--- src/accel_pkg.sv ---
// accel_pkg: shared widths, data types, register map and sequencer states of the accelerator
package accel_pkg;

  // data path widths
  localparam int ELEM_W  = 8;
  localparam int ACC_W   = 3 * ELEM_W;
  localparam int PADDR_W = 12;
  localparam int PDATA_W = 32;

  // byte offset bits inside one register or buffer region
  localparam int REGION_W = 8;

  typedef logic [ELEM_W-1:0]  elem_t;
  typedef logic [ACC_W-1:0]   acc_t;
  typedef logic [PADDR_W-1:0] paddr_t;
  typedef logic [PDATA_W-1:0] pdata_t;

  // register map
  localparam paddr_t CTRL_ADDR   = paddr_t'('h000);
  localparam paddr_t STATUS_ADDR = paddr_t'('h004);
  localparam paddr_t A_BASE      = paddr_t'('h100);
  localparam paddr_t B_BASE      = paddr_t'('h200);
  localparam paddr_t C_BASE      = paddr_t'('h300);

  // CTRL fields
  localparam int CTRL_START_BIT  = 0;
  localparam int CTRL_IRQ_EN_BIT = 1;

  // STATUS fields
  localparam int STAT_BUSY_BIT = 0;
  localparam int STAT_DONE_BIT = 1;

  // run sequencer of the data feed unit
  typedef enum logic [1:0] {
    IDLE,
    FEED,
    CAPTURE
  } dfu_state_t;

endpackage

--- src/reg_bus_if.sv ---
// reg_bus_if: single-cycle register strobes from the APB target with a registered response
interface reg_bus_if import accel_pkg::*; ();

  // request side, strobes last one cycle
  logic   wr;
  logic   rd;
  paddr_t addr;
  pdata_t wdata;

  // response, valid one cycle after a strobe
  pdata_t rdata;
  logic   err;

  modport master (
    output wr,
    output rd,
    output addr,
    output wdata,
    input  rdata,
    input  err
  );

  modport slave (
    input  wr,
    input  rd,
    input  addr,
    input  wdata,
    output rdata,
    output err
  );

endinterface

--- src/buf_ctrl_if.sv ---
// buf_ctrl_if: buffer writes, result reads and run control between config and data feed units
interface buf_ctrl_if import accel_pkg::*; #(
  parameter int ARRAY_N = 4
) ();

  localparam int IDX_W = $clog2(ARRAY_N * ARRAY_N);

  // operand buffer write, buf_sel low picks A
  logic             buf_wr;
  logic             buf_sel;
  logic [IDX_W-1:0] buf_idx;
  elem_t            buf_wdata;

  // result read port
  logic [IDX_W-1:0] rd_idx;
  acc_t             c_rdata;

  // run control
  logic start;
  logic busy;
  logic done_pulse;

  modport ctrl (
    output buf_wr, buf_sel, buf_idx, buf_wdata, rd_idx, start,
    input  c_rdata, busy, done_pulse
  );

  modport dfu (
    input  buf_wr, buf_sel, buf_idx, buf_wdata, rd_idx, start,
    output c_rdata, busy, done_pulse
  );

endinterface

--- src/array_if.sv ---
// array_if: skewed operand streams into the systolic array and accumulators out of it
interface array_if import accel_pkg::*; #(
  parameter int ARRAY_N = 4
) ();

  // one operand per row of A and per column of B
  elem_t              a_row [ARRAY_N];
  logic [ARRAY_N-1:0] a_vld;
  elem_t              b_col [ARRAY_N];
  logic [ARRAY_N-1:0] b_vld;

  // clears every accumulator before a run
  logic acc_clr;

  // accumulator of cell (i,j)
  acc_t c_mat [ARRAY_N][ARRAY_N];

  modport feeder (
    output a_row, a_vld, b_col, b_vld, acc_clr,
    input  c_mat
  );

  modport array (
    input  a_row, a_vld, b_col, b_vld, acc_clr,
    output c_mat
  );

endinterface

--- src/processing_element.sv ---
// processing_element: multiply-accumulate cell that forwards its operands to the next cells
module processing_element import accel_pkg::*; (
  input  logic  clk,
  input  logic  arst_n,
  input  logic  clr,
  input  elem_t a_in,
  input  elem_t b_in,
  input  logic  a_vld_in,
  input  logic  b_vld_in,
  output elem_t a_out,
  output elem_t b_out,
  output logic  a_vld_out,
  output logic  b_vld_out,
  output acc_t  acc
);

  logic [2*ELEM_W-1:0] prod;

  assign prod = a_in * b_in;

  // clear has priority over accumulation
  always_ff @(posedge clk or negedge arst_n) begin
    if (!arst_n) begin
      acc       <= '0;
      a_vld_out <= 1'b0;
      b_vld_out <= 1'b0;
    end else begin
      a_vld_out <= a_vld_in;
      b_vld_out <= b_vld_in;
      if (clr) begin
        acc <= '0;
      end else if (a_vld_in && b_vld_in) begin
        acc <= acc + acc_t'(prod);
      end
    end
  end

  // operand pass-through
  always_ff @(posedge clk) begin
    a_out <= a_in;
    b_out <= b_in;
  end

endmodule

--- src/systolic_array.sv ---
// systolic_array: ARRAY_N by ARRAY_N grid of MAC cells, A flows right and B flows down
module systolic_array import accel_pkg::*; #(
  parameter int ARRAY_N = 4
) (
  input logic clk,
  input logic arst_n,
  array_if.array arr
);

  // forwarded operands leaving each cell
  elem_t a_fwd  [ARRAY_N][ARRAY_N];
  elem_t b_fwd  [ARRAY_N][ARRAY_N];
  logic  a_vfwd [ARRAY_N][ARRAY_N];
  logic  b_vfwd [ARRAY_N][ARRAY_N];

  for (genvar i = 0; i < ARRAY_N; i++) begin : g_row
    for (genvar j = 0; j < ARRAY_N; j++) begin : g_col
      elem_t a_src;
      elem_t b_src;
      logic  a_vsrc;
      logic  b_vsrc;

      // left column takes A from the feeder
      if (j == 0) begin : g_a_edge
        assign a_src  = arr.a_row[i];
        assign a_vsrc = arr.a_vld[i];
      end else begin : g_a_inner
        assign a_src  = a_fwd[i][j-1];
        assign a_vsrc = a_vfwd[i][j-1];
      end

      // top row takes B from the feeder
      if (i == 0) begin : g_b_edge
        assign b_src  = arr.b_col[j];
        assign b_vsrc = arr.b_vld[j];
      end else begin : g_b_inner
        assign b_src  = b_fwd[i-1][j];
        assign b_vsrc = b_vfwd[i-1][j];
      end

      processing_element u_pe (
        .clk       (clk),
        .arst_n    (arst_n),
        .clr       (arr.acc_clr),
        .a_in      (a_src),
        .b_in      (b_src),
        .a_vld_in  (a_vsrc),
        .b_vld_in  (b_vsrc),
        .a_out     (a_fwd[i][j]),
        .b_out     (b_fwd[i][j]),
        .a_vld_out (a_vfwd[i][j]),
        .b_vld_out (b_vfwd[i][j]),
        .acc       (arr.c_mat[i][j])
      );
    end
  end

endmodule

--- src/apb_target.sv ---
// apb_target: APB protocol engine issuing one register strobe per transfer with one wait state
module apb_target import accel_pkg::*; (
  input  logic   clk,
  input  logic   arst_n,
  input  logic   psel,
  input  logic   penable,
  input  logic   pwrite,
  input  paddr_t paddr,
  input  pdata_t pwdata,
  output pdata_t prdata,
  output logic   pready,
  output logic   pslverr,
  reg_bus_if.master rb
);

  typedef enum logic {
    ST_IDLE,
    ST_RESP
  } apb_state_t;

  apb_state_t state;
  apb_state_t state_nxt;
  logic       xfer;

  // first access cycle of a transfer
  assign xfer = psel && penable && (state == ST_IDLE);

  always_comb begin
    state_nxt = state;
    case (state)
      ST_IDLE: begin
        if (xfer) begin
          state_nxt = ST_RESP;
        end
      end
      // transfer completes here, master drops penable next
      ST_RESP: begin
        state_nxt = ST_IDLE;
      end
      default: begin
        state_nxt = ST_IDLE;
      end
    endcase
  end

  always_ff @(posedge clk or negedge arst_n) begin
    if (!arst_n) begin
      state <= ST_IDLE;
    end else begin
      state <= state_nxt;
    end
  end

  // strobes toward the config unit
  assign rb.wr    = xfer && pwrite;
  assign rb.rd    = xfer && !pwrite;
  assign rb.addr  = paddr;
  assign rb.wdata = pwdata;

  // response arrives from the config unit registers in the wait-state cycle
  assign pready  = (state == ST_RESP);
  assign prdata  = pready ? rb.rdata : '0;
  assign pslverr = pready && rb.err;

endmodule

--- src/config_unit.sv ---
// config_unit: control and status registers, address decode and done interrupt
module config_unit import accel_pkg::*; #(
  parameter int ARRAY_N = 4
) (
  input  logic clk,
  input  logic arst_n,
  output logic interrupt,
  reg_bus_if.slave rb,
  buf_ctrl_if.ctrl bc
);

  localparam int IDX_W  = $clog2(ARRAY_N * ARRAY_N);
  localparam int RSEL_W = PADDR_W - REGION_W;

  logic [RSEL_W-1:0]   rsel;
  logic [REGION_W-3:0] woff;
  logic   in_buf;
  logic   hit_ctrl;
  logic   hit_status;
  logic   hit_a;
  logic   hit_b;
  logic   hit_c;
  logic   hit_any;
  logic   ro_bits;
  logic   wr_err;
  logic   rd_err;
  logic   irq_en;
  logic   done;
  pdata_t rdata_nxt;

  assign rsel = rb.addr[PADDR_W-1:REGION_W];
  assign woff = rb.addr[REGION_W-1:2];

  // aligned word within the first ARRAY_N*ARRAY_N words of a region
  assign in_buf = (rb.addr[1:0] == 2'b00) && (woff < ARRAY_N * ARRAY_N);

  assign hit_ctrl   = (rb.addr == CTRL_ADDR);
  assign hit_status = (rb.addr == STATUS_ADDR);
  assign hit_a      = in_buf && (rsel == A_BASE[PADDR_W-1:REGION_W]);
  assign hit_b      = in_buf && (rsel == B_BASE[PADDR_W-1:REGION_W]);
  assign hit_c      = in_buf && (rsel == C_BASE[PADDR_W-1:REGION_W]);
  assign hit_any    = hit_ctrl || hit_status || hit_a || hit_b || hit_c;

  // only the done bit of STATUS takes a write
  assign ro_bits = |(rb.wdata & ~(pdata_t'(1) << STAT_DONE_BIT));

  assign wr_err = !hit_any || hit_c || (hit_status && ro_bits) ||
                  ((hit_a || hit_b) && bc.busy);
  assign rd_err = !hit_any;

  // operand writes are held off while a run reads the buffers
  assign bc.buf_wr    = rb.wr && (hit_a || hit_b) && !bc.busy;
  assign bc.buf_sel   = hit_b;
  assign bc.buf_idx   = woff[IDX_W-1:0];
  assign bc.buf_wdata = rb.wdata[ELEM_W-1:0];
  assign bc.rd_idx    = woff[IDX_W-1:0];
  assign bc.start     = rb.wr && hit_ctrl && rb.wdata[CTRL_START_BIT] && !bc.busy;

  // read mux, start bit always reads 0
  always_comb begin
    rdata_nxt = '0;
    if (hit_ctrl) begin
      rdata_nxt[CTRL_IRQ_EN_BIT] = irq_en;
    end else if (hit_status) begin
      rdata_nxt[STAT_BUSY_BIT] = bc.busy;
      rdata_nxt[STAT_DONE_BIT] = done;
    end else if (hit_c) begin
      rdata_nxt = pdata_t'(bc.c_rdata);
    end
  end

  always_ff @(posedge clk or negedge arst_n) begin
    if (!arst_n) begin
      irq_en   <= 1'b0;
      done     <= 1'b0;
      rb.rdata <= '0;
      rb.err   <= 1'b0;
    end else begin
      rb.rdata <= rb.rd ? rdata_nxt : '0;
      rb.err   <= (rb.wr && wr_err) || (rb.rd && rd_err);
      if (rb.wr && hit_ctrl) begin
        irq_en <= rb.wdata[CTRL_IRQ_EN_BIT];
      end
      // a finishing run wins over a clear in the same cycle
      if (bc.done_pulse) begin
        done <= 1'b1;
      end else if (rb.wr && hit_status && !ro_bits && rb.wdata[STAT_DONE_BIT]) begin
        done <= 1'b0;
      end
    end
  end

  assign interrupt = done && irq_en;

endmodule

--- src/data_feed_unit.sv ---
// data_feed_unit: operand and result buffers, run sequencer and skewed feed into the array
module data_feed_unit import accel_pkg::*; #(
  parameter int ARRAY_N = 4
) (
  input logic clk,
  input logic arst_n,
  buf_ctrl_if.dfu bc,
  array_if.feeder arr
);

  localparam int CELLS    = ARRAY_N * ARRAY_N;
  localparam int FEED_LEN = 3 * ARRAY_N - 2;
  localparam int STEP_W   = $clog2(FEED_LEN);

  elem_t a_buf [CELLS];
  elem_t b_buf [CELLS];
  acc_t  c_buf [CELLS];

  dfu_state_t        state;
  logic [STEP_W-1:0] step;

  // buffers, written by the host and by result capture
  always_ff @(posedge clk or negedge arst_n) begin
    if (!arst_n) begin
      for (int n = 0; n < CELLS; n++) begin
        a_buf[n] <= '0;
        b_buf[n] <= '0;
        c_buf[n] <= '0;
      end
    end else begin
      if (bc.buf_wr && !bc.buf_sel) begin
        a_buf[bc.buf_idx] <= bc.buf_wdata;
      end
      if (bc.buf_wr && bc.buf_sel) begin
        b_buf[bc.buf_idx] <= bc.buf_wdata;
      end
      if (state == CAPTURE) begin
        for (int i = 0; i < ARRAY_N; i++) begin
          for (int j = 0; j < ARRAY_N; j++) begin
            c_buf[i * ARRAY_N + j] <= arr.c_mat[i][j];
          end
        end
      end
    end
  end

  // run sequencer
  always_ff @(posedge clk or negedge arst_n) begin
    if (!arst_n) begin
      state <= IDLE;
      step  <= '0;
    end else begin
      case (state)
        IDLE: begin
          if (bc.start) begin
            state <= FEED;
            step  <= '0;
          end
        end
        FEED: begin
          if (step == STEP_W'(FEED_LEN - 1)) begin
            state <= CAPTURE;
          end else begin
            step <= step + 1'b1;
          end
        end
        default: begin
          state <= IDLE;
        end
      endcase
    end
  end

  // row i gets A[i][t-i], column j gets B[t-j][j]
  always_comb begin
    int   k;
    logic v;
    for (int i = 0; i < ARRAY_N; i++) begin
      k = int'(step) - i;
      v = (state == FEED) && (k >= 0) && (k < ARRAY_N);
      arr.a_vld[i] = v;
      arr.a_row[i] = v ? a_buf[i * ARRAY_N + k] : '0;
    end
    for (int j = 0; j < ARRAY_N; j++) begin
      k = int'(step) - j;
      v = (state == FEED) && (k >= 0) && (k < ARRAY_N);
      arr.b_vld[j] = v;
      arr.b_col[j] = v ? b_buf[k * ARRAY_N + j] : '0;
    end
  end

  assign arr.acc_clr   = bc.start && (state == IDLE);
  assign bc.busy       = (state != IDLE);
  assign bc.done_pulse = (state == CAPTURE);
  assign bc.c_rdata    = c_buf[bc.rd_idx];

endmodule

--- src/accel_top.sv ---
// accel_top: APB-configured matrix multiply accelerator with interrupt and busy outputs
module accel_top import accel_pkg::*; #(
  parameter int ARRAY_N = 4
) (
  input  logic   clk,
  input  logic   arst_n,
  input  logic   psel,
  input  logic   penable,
  input  logic   pwrite,
  input  paddr_t paddr,
  input  pdata_t pwdata,
  output pdata_t prdata,
  output logic   pready,
  output logic   pslverr,
  output logic   interrupt,
  output logic   busy
);

  reg_bus_if rb ();
  buf_ctrl_if #(.ARRAY_N(ARRAY_N)) bc ();
  array_if #(.ARRAY_N(ARRAY_N)) arr ();

  apb_target u_apb_target (
    .clk     (clk),
    .arst_n  (arst_n),
    .psel    (psel),
    .penable (penable),
    .pwrite  (pwrite),
    .paddr   (paddr),
    .pwdata  (pwdata),
    .prdata  (prdata),
    .pready  (pready),
    .pslverr (pslverr),
    .rb      (rb)
  );

  config_unit #(.ARRAY_N(ARRAY_N)) u_config_unit (
    .clk       (clk),
    .arst_n    (arst_n),
    .interrupt (interrupt),
    .rb        (rb),
    .bc        (bc)
  );

  data_feed_unit #(.ARRAY_N(ARRAY_N)) u_data_feed_unit (
    .clk    (clk),
    .arst_n (arst_n),
    .bc     (bc),
    .arr    (arr)
  );

  systolic_array #(.ARRAY_N(ARRAY_N)) u_systolic_array (
    .clk    (clk),
    .arst_n (arst_n),
    .arr    (arr)
  );

  assign busy = bc.busy;

endmodule

--- config.mk ---
export PLATFORM = sky130hd
export DESIGN_NAME = accel_top
export DESIGN_NICKNAME = d
export VERILOG_FILES = /design/src/accel_pkg.sv /design/src/reg_bus_if.sv /design/src/buf_ctrl_if.sv /design/src/array_if.sv /design/src/processing_element.sv /design/src/systolic_array.sv /design/src/apb_target.sv /design/src/config_unit.sv /design/src/data_feed_unit.sv /design/src/accel_top.sv
export SDC_FILE = /design/constraint.sdc
export NUM_CORES = 2
export LEC_CHECK = 0
export BUFFER_PORTS_ARGS = -buffer_cell sky130_fd_sc_hd__clkbuf_2
export CELL_PAD_IN_SITES_DETAIL_PLACEMENT = 1
export CELL_PAD_IN_SITES_GLOBAL_PLACEMENT = 2
export CORE_ASPECT_RATIO = 0.7
export CORE_UTILIZATION = 47
export DETAILED_ROUTE_END_ITERATION = 7
export PLACE_DENSITY_LB_ADDON = 0.1
export SLEW_MARGIN = 20
export SYNTH_ARGS = -nofsm -noshare
export SYNTH_HDL_FRONTEND = slang
export SYNTH_SLANG_ARGS = --single-unit
--- constraint.sdc ---
create_clock -name clk -period 20.3 [get_ports clk]
set_input_delay 2.03 -clock clk [delete_from_list [all_inputs] [get_ports clk]]
set_output_delay 2.03 -clock clk [all_outputs]
set_load 0.05 [all_outputs]
==> flow_metrics.py <==
metrics = {
    "outcome": {
        "status": "finished, final reports clean",
    },
    "power": {
        "p_switching_mw": 1.333,
        "pwr_density_cell_nw_per_um2": 54.66,
        "combPwrFrac_pct": 3.0,
        "p_int_mw": 4.196,
        "p_seq_share_pct": 45.9,
        "ir_drop_uv": 56.30,
        "p_sw_share_pct": 24.11,
        "clkPwrFrac_pct": 51.0,
        "leakage_nw": 47.47,
    },
    "detailed_routing": {
        "vias": 66750,
        "dr.pass1.iters": 7,
        "wl_mm": 315.2,
        "drt_iter0_markers": 5489,
        "routedWlPerCell_um": 27.25,
        "ant_nets": 0,
        "viasPerCell": 5.770,
        "drc": 0,
    },
    "worst_setup_path": {
        "cp_data_required_time_ns": 20.96,
        "critPathLaunchType": "register",
        "arrival_ns": 9.42,
        "reg2reg_depth": 22,
        "cp-end-kind": "register",
        "path_max_fanout": 48,
        "worstSetupPathType": "register to register",
    },
    "clocking": {
        "cts_tree": "yes",
        "cts_root_buffer": "clkbuf_16",
        "hold_buffers": 0,
        "numCtsBuffers": 150,
        "htreeDepth": 4,
        "clock_path_buffers": 4,
        "clock-sinks": 1262,
        "cts_resized": 0,
        "clk_pin_slew_ns": 0.07,
        "insertion_delay_ns": 0.84,
        "post_cts_buffers": 0,
    },
    "synthesis": {
        "synthesis.area_um2": 93130,
        "synth.area.top_cells": "dfrtp_1 (29%), fa_1 (17%), ha_1 (8.9%), mux4_2 (6.1%), mux2_2 (5.7%)",
        "synth_top_area_share_pct": 28.75,
        "ys_ff_latch": 1262,
        "synthSimpleGateAreaFrac_pct": 12.21,
        "seq_area_frac_synth_pct": 32.88,
        "synthMuxAreaShare_pct": 12.67,
        "postSynthAreaPerCell_um2": 10.53,
        "ys_types": 92,
        "ys_async_sr_fraction_pct": 84.79,
        "synth_most_common_cell": "inv_1",
        "synth-compound-area-share_pct": 6.970,
        "synth_fa_ha_area_share_pct": 26.16,
        "yosys.area.top_type": "dfrtp_1",
        "synth-main-ff-cell": "dfrtp_1",
        "synthXorXnorAreaFrac_pct": 2.135,
        "ys.warnings.count": 0,
        "synthTopCellsByCount": "inv_1 (1344), dfrtp_1 (1070), nand2_1 (1015)",
        "syn_inst": 8848,
        "synth_top_family_by_area": "adder cells",
        "synth-edff-count": 0,
    },
    "grt": {
        "grt_max_degree": 187,
        "grt_pass1_vias": 70490,
        "grt_usage_pct": 32.15,
        "antenna_found_initial": 55,
        "grt-ovfl-total": 0,
        "grt_pass1_wl_mm": 475.1,
    },
    "floorplan": {
        "die_w_um": 534.0,
        "core_area_um2": 196500,
        "fp.dieH_um": 374.4,
        "rows": 136,
        "initial_utilization_pct": 47.38,
        "die-area_um2": 200000,
        "io_pins": 85,
    },
    "sta": {
        "clock-skew-final_ns": 0.05285,
        "relSlewSlack_pct": 13.48,
        "maxSlewViolCount": 0,
        "period_minus_slack_ns": 8.761,
        "hold_violations": 0,
        "period_share_pct": 43.16,
        "finalSetupTns_ns": 0,
        "fmax_mhz": 114.1,
        "tightest_slew_ns": 1.296,
        "setup_viol": 0,
        "rsz0062_at_grt": "no",
    },
    "cells_and_area": {
        "final_cells": 11570,
        "area_delta_synth_final_pct": 8.622,
        "fillers": 21130,
        "layout-drive-gt1-share_pct": 13.46,
        "fin_util_pct": 51.47,
        "finalNetCount": 10330,
    },
    "placement": {
        "dp_hpwl_mm": 242.6,
        "io_buffers": 76,
        "place_congestion": 0.9211,
        "dp.cells": 11290,
    },
    "worst_hold_path": {
        "whs_path_depth": 0,
        "hold_path.class": "register to register",
    },
    "flow_run": {
        "drv_cap": 0,
    },
}
-- power by group through the flow --
stage / combinational (mW) / sequential [mW] / clock [mW]
2_1_floorplan: 0.0769 / 2.58 / 0
3_3_place_gp: 0.165 / 2.59 / 0
3_5_place_dp: 0.168 / 2.59 / 0
4_1_cts: 0.169 / 2.54 / 2.87
5_1_grt: 0.182 / 2.54 / 2.95
6_report: 0.167 / 2.54 / 2.82
-- cell type report --
| cell class | instances | area (um^2) | share of cell area [%] |
|---|---|---|---|
| well taps | 2622 | 3281 | 3.243 |
| repair buffers | 157 | 1085 | 1.072 |
| multi-input cells | 5903 | 56120 | 55.48 |
| diodes | 14 | 35.03 | 0.03463 |
| inverters | 1345 | 5049 | 4.991 |
| clock inverters | 55 | 601.8 | 0.5950 |
| clock buffers | 210 | 4357 | 4.307 |
| flip-flops and latches | 1262 | 30630 | 30.28 |
-- cell families (layout without fill, tap and decap cells) --
group	count (synthesis)	in the layout
buffers and inverters	1690	1767
AOI/OAI and AO/OA	1058	1058
DFF	1262	1262
adders and majority gates	1467	1467
muxes	795	795
xor gates and xnor gates	227	227
other	1	22
and+or+nand+nor	2348	2348
-- routing by layer --
metal  wire length, um  GRT usage [%]
met5                46              0
met4              6174          6.220
met3             28860          8.495
met2            128300          44.86
met1            151800          49.79
-- flip-flops by register name, indices dropped and copies added, names as in the netlist, 4 cells and up --
name                                         count
u_data_feed_unit.b_buf                         128
u_systolic_array.g_row.g_col.u_pe.b_vld_out      6
u_systolic_array.g_row.g_col.u_pe.acc          384
u_config_unit.rb.rdata                          24
u_systolic_array.g_row.g_col.u_pe.b_out         96
u_data_feed_unit.a_buf                         128
u_data_feed_unit.c_buf                         384
u_systolic_array.g_row.g_col.u_pe.a_out         96
u_systolic_array.g_row.g_col.u_pe.a_vld_out      6
u_data_feed_unit.step                            4
-- cell usage in the layout (no fill, tap or decap), types with 29 or more instances in the layout --
cell type and instances:
o21ai_0 393, o21a_1 34, nor2b_1 90, nand3_1 138, nor3_1 49, clkbuf_1 29, and3_1 121, clkbuf_2 73
a21o_1 100, dfxtp_1 191, xnor2_1 127, and2_1 465, buf_4 72, clkbuf_16 156, o31ai_1 40, ha_1 665
dfrtp_1 1068, a211oi_1 64, inv_1 1344, mux4_2 252, nand2b_1 44, nor2_1 274, xor2_1 98, mux2_2 475
fa_1 800, a21oi_1 241, nand2_1 1013, mux2i_1 51
-- path summary, 6_finish.rpt --
check / from / to / slack [ns]
max in group asynchronous: arst_n / u_data_feed_unit.c_buf[119] / 15.23
hold reg to reg: u_systolic_array.g_row[0].g_col[1].u_pe.a_vld_out / u_systolic_array.g_row[2].g_col[0].u_pe.b_vld_out / 0.42
hold / removal: u_systolic_array.g_row[0].g_col[1].u_pe.a_vld_out / u_systolic_array.g_row[2].g_col[0].u_pe.b_vld_out / 0.42
min in group asynchronous: arst_n / u_systolic_array.g_row[0].g_col[1].u_pe.acc[6] / 1.18
setup reg to reg: u_data_feed_unit.step[0] / u_systolic_array.g_row[1].g_col[0].u_pe.acc[21] / 11.54
setup / recovery: u_data_feed_unit.step[0] / u_systolic_array.g_row[1].g_col[0].u_pe.acc[21] / 11.54
-- through the flow --
step	instance area, um^2	hold slack [ns]	setup slack (ns)	total power [mW]
finish	101200	0.4191	11.54	5.529
global route	101100	0.4337	11.00	5.673
CTS	101100	0.4162	11.50	5.575
detailed placement	96140	0.4099	11.53	2.756
global placement	96120	0.3870	11.66	2.752
floorplan	93150	0.3290	12.23	2.655
-- worst max-delay path, stage by stage, from the launching register on --
cell      delay [ns]
dfrtp_4         0.83
buf_4           0.76
buf_4           0.85
mux4_2          0.62
mux4_2          0.56
nor2b_1         0.33
and2_1          0.25
fa_1            0.49
inv_1           0.06
fa_1            0.54
inv_1           0.06
fa_1            0.48
inv_1           0.05
fa_1            0.48
inv_1           0.04
ha_1            0.22
or3_1           0.32
o221a_2         0.27
o41a_1          0.39
a311oi_1        0.54
nand3b_1        0.19
xor2_1          0.14
nor2_1          0.05
No activity file was read; power rests on OpenSTA's default activity.
